`src/ctrl_pkg.sv`:
```
`default_nettype none

package ctrl_pkg;

  // with alu_int low, codes 1..7 are the predicate/test ops:
  // andp orp xorp notp rtop isneg iszero
  typedef enum logic [3:0] {
    ALU_NONE = 4'd0,
    ALU_ADD  = 4'd1,
    ALU_SUB  = 4'd2,
    ALU_MUL  = 4'd3,
    ALU_DIV  = 4'd4,
    ALU_MOD  = 4'd5,
    ALU_SHL  = 4'd6,
    ALU_SHR  = 4'd7,
    ALU_AND  = 4'd8,
    ALU_OR   = 4'd9,
    ALU_XOR  = 4'd10,
    ALU_NEG  = 4'd11,
    ALU_NOT  = 4'd12,
    ALU_PASS = 4'd13
  } alu_op_e;

  typedef enum logic [1:0] {
    SEXT_NONE = 2'd0,
    SEXT_15   = 2'd1,
    SEXT_23   = 2'd2,
    SEXT_19   = 2'd3
  } sext_e;

endpackage

`default_nettype wire

```
`src/isa_pkg.sv`:
```
`default_nettype none

package isa_pkg;

  typedef logic [31:0] word_t;

  typedef logic [3:0] greg_id_t;
  typedef logic [1:0] preg_id_t;

  typedef enum logic [5:0] {
    NEG    = 6'h05,
    NOT    = 6'h06,
    AND    = 6'h07,
    OR     = 6'h08,
    XOR    = 6'h09,
    ADD    = 6'h0a,
    SUB    = 6'h0b,
    MUL    = 6'h0c,
    DIV    = 6'h0d,
    MOD    = 6'h0e,
    SHL    = 6'h0f,
    SHR    = 6'h10,
    ANDI   = 6'h11,
    ORI    = 6'h12,
    XORI   = 6'h13,
    ADDI   = 6'h14,
    SUBI   = 6'h15,
    MULI   = 6'h16,
    DIVI   = 6'h17,
    MODI   = 6'h18,
    SHLI   = 6'h19,
    SHRI   = 6'h1a,
    LD     = 6'h23,
    ST     = 6'h24,
    LDI    = 6'h25,
    RTOP   = 6'h26,
    ANDP   = 6'h27,
    ORP    = 6'h28,
    XORP   = 6'h29,
    NOTP   = 6'h2a,
    ISNEG  = 6'h2b,
    ISZERO = 6'h2c
  } opcode_e;

  // instruction field positions
  localparam int OPC_LSB  = 23;
  localparam int Z_LSB    = 19;
  localparam int Y_LSB    = 15;
  localparam int XA_LSB   = 11; // x for all but stores
  localparam int PID_LSB  = 29;
  localparam int PSET_BIT = 31; // guard enable

endpackage

`default_nettype wire

```
`src/control_decoder.sv`:
```
`default_nettype none

module control_decoder (
  input  wire isa_pkg::opcode_e opcode,
  output ctrl_pkg::alu_op_e     alu_op,
  output ctrl_pkg::sext_e       sext,
  output logic                  src2_imm,
  output logic                  alu_int,
  output logic                  reg_id_sel,
  output logic                  mem_read,
  output logic                  mem_write,
  output logic                  wb_mem,
  output logic                  wb_pred,
  output logic                  wb_greg
);

  // operation select
  always_comb
  begin
    alu_op = ctrl_pkg::ALU_NONE;
    case (opcode)
      isa_pkg::LD, isa_pkg::ST: alu_op = ctrl_pkg::ALU_ADD; // address calc
      isa_pkg::ADDI, isa_pkg::ADD: alu_op = ctrl_pkg::ALU_ADD;
      isa_pkg::SUBI, isa_pkg::SUB: alu_op = ctrl_pkg::ALU_SUB;
      isa_pkg::MULI, isa_pkg::MUL: alu_op = ctrl_pkg::ALU_MUL;
      isa_pkg::DIVI, isa_pkg::DIV: alu_op = ctrl_pkg::ALU_DIV;
      isa_pkg::MODI, isa_pkg::MOD: alu_op = ctrl_pkg::ALU_MOD;
      isa_pkg::SHLI, isa_pkg::SHL: alu_op = ctrl_pkg::ALU_SHL;
      isa_pkg::SHRI, isa_pkg::SHR: alu_op = ctrl_pkg::ALU_SHR;
      isa_pkg::ANDI, isa_pkg::AND: alu_op = ctrl_pkg::ALU_AND;
      isa_pkg::ORI, isa_pkg::OR: alu_op = ctrl_pkg::ALU_OR;
      isa_pkg::XORI, isa_pkg::XOR: alu_op = ctrl_pkg::ALU_XOR;
      isa_pkg::NEG: alu_op = ctrl_pkg::ALU_NEG;
      isa_pkg::NOT: alu_op = ctrl_pkg::ALU_NOT;
      isa_pkg::LDI: alu_op = ctrl_pkg::ALU_PASS;
      // predicate unit reuses codes 1..7
      isa_pkg::ANDP: alu_op = ctrl_pkg::ALU_ADD; // andp
      isa_pkg::ORP: alu_op = ctrl_pkg::ALU_SUB; // orp
      isa_pkg::XORP: alu_op = ctrl_pkg::ALU_MUL; // xorp
      isa_pkg::NOTP: alu_op = ctrl_pkg::ALU_DIV; // notp
      isa_pkg::RTOP: alu_op = ctrl_pkg::ALU_MOD; // rtop
      isa_pkg::ISNEG: alu_op = ctrl_pkg::ALU_SHL; // isneg
      isa_pkg::ISZERO: alu_op = ctrl_pkg::ALU_SHR; // iszero
      default: alu_op = ctrl_pkg::ALU_NONE;
    endcase
  end

  // operand, memory and writeback flags
  always_comb
  begin
    sext       = ctrl_pkg::SEXT_NONE;
    src2_imm   = 1'b0;
    alu_int    = 1'b0;
    reg_id_sel = 1'b0;
    mem_read   = 1'b0;
    mem_write  = 1'b0;
    wb_mem     = 1'b0;
    wb_pred    = 1'b0;
    wb_greg    = 1'b0;
    case (opcode)
      isa_pkg::LD:
      begin
        src2_imm = 1'b1;
        alu_int  = 1'b1;
        sext     = ctrl_pkg::SEXT_15;
        mem_read = 1'b1;
        wb_mem   = 1'b1; // result from memory
        wb_greg  = 1'b1;
      end
      isa_pkg::ST:
      begin
        src2_imm   = 1'b1;
        alu_int    = 1'b1;
        sext       = ctrl_pkg::SEXT_15;
        mem_write  = 1'b1;
        reg_id_sel = 1'b1; // store data sits in z field
      end
      isa_pkg::ANDP, isa_pkg::ORP, isa_pkg::XORP, isa_pkg::NOTP,
      isa_pkg::RTOP, isa_pkg::ISNEG, isa_pkg::ISZERO:
      begin
        wb_pred = 1'b1;
      end
      isa_pkg::LDI:
      begin
        src2_imm = 1'b1;
        alu_int  = 1'b1;
        sext     = ctrl_pkg::SEXT_19;
        wb_greg  = 1'b1;
      end
      isa_pkg::ADDI, isa_pkg::SUBI, isa_pkg::MULI, isa_pkg::DIVI, isa_pkg::MODI,
      isa_pkg::SHLI, isa_pkg::SHRI, isa_pkg::ANDI, isa_pkg::ORI, isa_pkg::XORI:
      begin
        src2_imm = 1'b1;
        alu_int  = 1'b1;
        sext     = ctrl_pkg::SEXT_15;
        wb_greg  = 1'b1;
      end
      isa_pkg::AND, isa_pkg::OR, isa_pkg::XOR, isa_pkg::ADD, isa_pkg::SUB,
      isa_pkg::MUL, isa_pkg::DIV, isa_pkg::MOD, isa_pkg::SHL, isa_pkg::SHR,
      isa_pkg::NEG, isa_pkg::NOT:
      begin
        alu_int = 1'b1;
        wb_greg = 1'b1;
      end
      default:
      begin
        wb_greg = 1'b0; // float and undefined opcodes act as nop
      end
    endcase
  end

endmodule

`default_nettype wire

```
`src/decode_stage.sv`:
```
`default_nettype none

module decode_stage (
  input  wire                       clk,
  input  wire                       rst,
  input  wire isa_pkg::word_t       inst,
  input  wire                       greg_we,
  input  wire isa_pkg::greg_id_t    greg_wid,
  input  wire isa_pkg::word_t       greg_wdata,
  input  wire                       preg_we,
  input  wire isa_pkg::preg_id_t    preg_wid,
  input  wire                       preg_wdata,
  output isa_pkg::word_t            rx,
  output isa_pkg::word_t            ry,
  output logic                      px,
  output logic                      py,
  output logic                      pval,
  output isa_pkg::greg_id_t         rz_id,
  output isa_pkg::word_t            imm,
  output ctrl_pkg::alu_op_e         alu_op,
  output logic                      src2_imm,
  output logic                      alu_int,
  output logic                      mem_read,
  output logic                      mem_write,
  output logic                      wb_mem,
  output logic                      wb_pred,
  output logic                      wb_greg
);

  isa_pkg::opcode_e  opcode;
  isa_pkg::greg_id_t x_id;
  isa_pkg::greg_id_t y_id;
  isa_pkg::greg_id_t z_id;
  isa_pkg::greg_id_t xa_id;
  isa_pkg::preg_id_t pid;
  ctrl_pkg::sext_e   sext;
  logic              reg_id_sel;
  logic              pset;
  logic              p_guard;

  assign opcode = isa_pkg::opcode_e'(inst[isa_pkg::OPC_LSB +: $bits(isa_pkg::opcode_e)]);
  assign z_id   = inst[isa_pkg::Z_LSB +: $bits(isa_pkg::greg_id_t)];
  assign y_id   = inst[isa_pkg::Y_LSB +: $bits(isa_pkg::greg_id_t)];
  assign xa_id  = inst[isa_pkg::XA_LSB +: $bits(isa_pkg::greg_id_t)];
  assign pid    = inst[isa_pkg::PID_LSB +: $bits(isa_pkg::preg_id_t)];
  assign pset   = inst[isa_pkg::PSET_BIT];

  assign x_id  = reg_id_sel ? z_id : xa_id; // st reads its data reg via x
  assign rz_id = z_id;
  assign pval  = pset ? p_guard : 1'b1; // unguarded when pset clear

  control_decoder u_ctrl (
    .opcode     (opcode),
    .alu_op     (alu_op),
    .sext       (sext),
    .src2_imm   (src2_imm),
    .alu_int    (alu_int),
    .reg_id_sel (reg_id_sel),
    .mem_read   (mem_read),
    .mem_write  (mem_write),
    .wb_mem     (wb_mem),
    .wb_pred    (wb_pred),
    .wb_greg    (wb_greg)
  );

  reg_file #(.DATA_W(32), .DEPTH(16)) u_greg (
    .clk     (clk),
    .rst     (rst),
    .we      (greg_we),
    .ra      (x_id),
    .rb      (y_id),
    .rc      (4'd0),
    .wa      (greg_wid),
    .wdata   (greg_wdata),
    .rdata_a (rx),
    .rdata_b (ry),
    .rdata_c ()
  );

  reg_file #(.DATA_W(1), .DEPTH(4)) u_preg (
    .clk     (clk),
    .rst     (rst),
    .we      (preg_we),
    .ra      (x_id[1:0]),
    .rb      (y_id[1:0]),
    .rc      (pid), // guard predicate
    .wa      (preg_wid),
    .wdata   (preg_wdata),
    .rdata_a (px),
    .rdata_b (py),
    .rdata_c (p_guard)
  );

  imm_extend u_imm (
    .sext  (sext),
    .field (inst[22:0]),
    .imm   (imm)
  );

endmodule

`default_nettype wire

```
`src/imm_extend.sv`:
```
`default_nettype none

module imm_extend (
  input  wire ctrl_pkg::sext_e sext,
  input  wire [22:0]           field,
  output isa_pkg::word_t       imm
);

  always_comb
  begin
    case (sext)
      ctrl_pkg::SEXT_15:
      begin
        imm = {{17{field[14]}}, field[14:0]}; // ld/st and imm arith
      end
      ctrl_pkg::SEXT_23:
      begin
        imm = {{9{field[22]}}, field[22:0]};
      end
      ctrl_pkg::SEXT_19:
      begin
        imm = {{13{field[18]}}, field[18:0]}; // ldi
      end
      default:
      begin
        imm = '0;
      end
    endcase
  end

endmodule

`default_nettype wire

```
`src/reg_file.sv`:
```
`default_nettype none

module reg_file #(
  parameter int DATA_W = 32,
  parameter int DEPTH  = 16
) (
  input  wire                       clk,
  input  wire                       rst,
  input  wire                       we,
  input  wire [$clog2(DEPTH)-1:0]   ra,
  input  wire [$clog2(DEPTH)-1:0]   rb,
  input  wire [$clog2(DEPTH)-1:0]   rc,
  input  wire [$clog2(DEPTH)-1:0]   wa,
  input  wire [DATA_W-1:0]          wdata,
  output logic [DATA_W-1:0]         rdata_a,
  output logic [DATA_W-1:0]         rdata_b,
  output logic [DATA_W-1:0]         rdata_c
);

  logic [DATA_W-1:0] regs [DEPTH];

  always_ff @(posedge clk)
  begin
    if (rst)
    begin
      for (int i = 0; i < DEPTH; i++)
      begin
        regs[i] <= '0;
      end
    end
    else if (we)
    begin
      regs[wa] <= wdata; // visible from next cycle, no bypass
    end
  end

  assign rdata_a = regs[ra];
  assign rdata_b = regs[rb];
  assign rdata_c = regs[rc];

endmodule

`default_nettype wire

```
`config.mk`:
```
export PLATFORM = sky130hd
export DESIGN_NAME = decode_stage
export DESIGN_NICKNAME = d
export VERILOG_FILES = /design/src/ctrl_pkg.sv /design/src/isa_pkg.sv /design/src/control_decoder.sv /design/src/decode_stage.sv /design/src/imm_extend.sv /design/src/reg_file.sv
export SDC_FILE = /design/constraint.sdc
export NUM_CORES = 1
export LEC_CHECK = 0
export ABC_AREA = 1
export BUFFER_PORTS_ARGS = -buffer_cell sky130_fd_sc_hd__buf_2
export CAP_MARGIN = 20
export CORE_ASPECT_RATIO = 0.7
export CORE_MARGIN = 4
export CORE_UTILIZATION = 45
export CTS_CLUSTER_SIZE = 30
export DETAILED_ROUTE_END_ITERATION = 8
export SYNTH_ARGS = -nofsm -noshare
export SYNTH_HDL_FRONTEND = slang
export SYNTH_HIERARCHICAL = 1
export SYNTH_SLANG_ARGS = --single-unit
export TNS_END_PERCENT = 1
```
`constraint.sdc`:
```
create_clock -name clk -period 8.75 [get_ports clk]
set_input_delay 2.1875 -clock clk [delete_from_list [all_inputs] [get_ports clk]]
set_output_delay 2.1875 -clock clk [all_outputs]
set_load 0.02 [all_outputs]
```
==> qor.txt <==
Pin slew with the least headroom to its limit -> 1200 ps
Hold buffers post-CTS -> 0
DRT iter0 DRCs -> 3884
Max cap viols -> 0
Vias in the first global route -> 26200
Worst EP arrival -> 5230 ps
Slew headroom -> 19.8%
Pwr Density -> 183 nW/um^2
Detailed-route DRC error count -> 1
ANT nets after route -> 0
CTS H-Tree Depth -> 2
Layout cells sized above 1 -> 9.08%
Post-CTS resize count -> 0
Fin crit period -> 7420 ps
Hold Path Class -> primary input to flop
P&R area growth vs syn -> 8.63%
Die area -> 73400 um^2
First-pass GRT wire length -> 169000 um
Crit Path Class -> primary input to primary output
Setup WS post-layout -> 1330 ps
Die outline width -> 322 um
Status -> finished, violations left
CP endpoint kind -> primary output
Final Hold Viols -> 0
RSZ-0062 raised after global routing -> no
Dpl ws -> 1450 ps
Postcts setup bufs -> 0
Final wirelength -> 114000 um
DRT Pass-1 Iters -> 8
Req. time, crit path -> 6560 ps
HPWL Detailed -> 60700 um
CTS buffer count -> 55
TritonCTS clock tree -> yes
Initial Util -> 45.5%
Mean Syn Cell Area -> 7.48 um^2
Fmax -> 135 MHz
GP Congestion -> 0.858
Setup Viol. Count Final -> 0
Final TNS setup -> 0 ps
Via total after detailed routing -> 28600
Via density per instance -> 5.61
Peak VDD IR -> 0.000146 V
# port buffers -> 188
Clock Tree Buf Depth -> 3
CTS Sinks -> 516
M2 GR Usage -> 45.3%
Most Crowded Layer GR -> met2
Die Y -> 228 um
Gr usage total -> 30.2%
Setup crit start kind -> primary input
Initial antenna violation count -> 2
Site row count -> 80
Syn Nets -> 4239
Layout Nets -> 4234
Drt wl/cell -> 22.4 um
GR Layer Usage met3 -> 6.77%
# IOs -> 189
Gr ovfl total -> 0
Mapped Cells -> 4159
Largest net degree at the start of global routing -> 164
Root buffer cell -> clkbuf_16
Clock slew at the register clock pins of the worst setup and hold paths -> 60 ps
Core area -> 68300 um^2
Pleak -> 16.1 nW
Post-Syn Area -> 31100 um^2
Met1 GRT Util -> 43.7%
Final Cycle Share -> 84.7%
CP max FO -> 81
Failing checks -> design-rule violations
Ys Warns -> 6
Max-slew violation count -> 0
## sequential cells by signal, summed over array words and instances, names as in the netlist
signal / flops
u_greg/regs: 512
u_preg/regs: 4
## layout make-up
class	count	area, um^2
fillers	6693	34500
flip-flops and latches	516	15500
multi-input cells	2728	11700
inverters	605	2300
repair buffers	248	1510
clock buffers	70	1450
well taps	902	1130
clock inverters	29	194
diodes	1	2.50
## final timing paths
path | from | to | slack (ps) | cells past startpoint
hold / removal | preg_wdata | u_preg/regs[3]$_DFFE_PP_ | 1860 | 3
setup / recovery | inst[24] | rx[13] | 1330 | 16
## critical path: stages
cell     delay, ps
buf_2          120
inv_1          130
ha_1           290
nand3_1        160
nor2_2         280
inv_2           90
nand2_1        110
nand2_4        100
inv_8          420
buf_4          470
nand2_1         90
nand3_1         80
nand3_1         80
nand3_1        280
nand2_1        100
buf_2          180
## stage by stage
step / total power (W) / cells / instance area (um^2) / utilization (%) / hold slack [ps]
2_1_floorplan: 0.00361 / 4159 / 31100 / - / 2380
3_3_place_gp: 0.00397 / 4999 / 32100 / 47.1 / 2490
3_5_place_dp: 0.00397 / 4999 / 32100 / 47.1 / 2500
4_1_cts: 0.00619 / 5098 / 33800 / 49.5 / 1840
5_1_grt: 0.00640 / 5098 / 33800 / 49.5 / 1870
6_report: 0.00619 / 5099 / 33800 / 49.5 / 1860
## report_power, final
group	switching (W)	internal, W	leakage, nW
Sequential	0.0000351	0.00286	4.92
Clock	0.00102	0.00122	0.805
Combinational	0.000785	0.000267	10.4
Total	0.00184	0.00435	16.1
## layout by cell type, fill, tap and decap left out, drive strengths merged
master	n
nand3	935
nor2	558
o21ai	7
nor3	5
buf	248
nand4	1
nor3b	1
o21a	1
ha	5
clkbuf	70
nand2	1203
nand3b	3
clkinv	27
a21oi	3
edfxtp	516
o22ai	1
bufinv	2
diode	1
o211ai	4
o2111ai	1
inv	604
clkinvlp	1
## metal layers
metal	share of wire (%)	up-vias
li1	-	13100
met1	42	13400
met4	3.4	2
met2	43	1833
met5	0.011	-
met3	12	266
No activity file was read; power rests on OpenSTA's default activity.
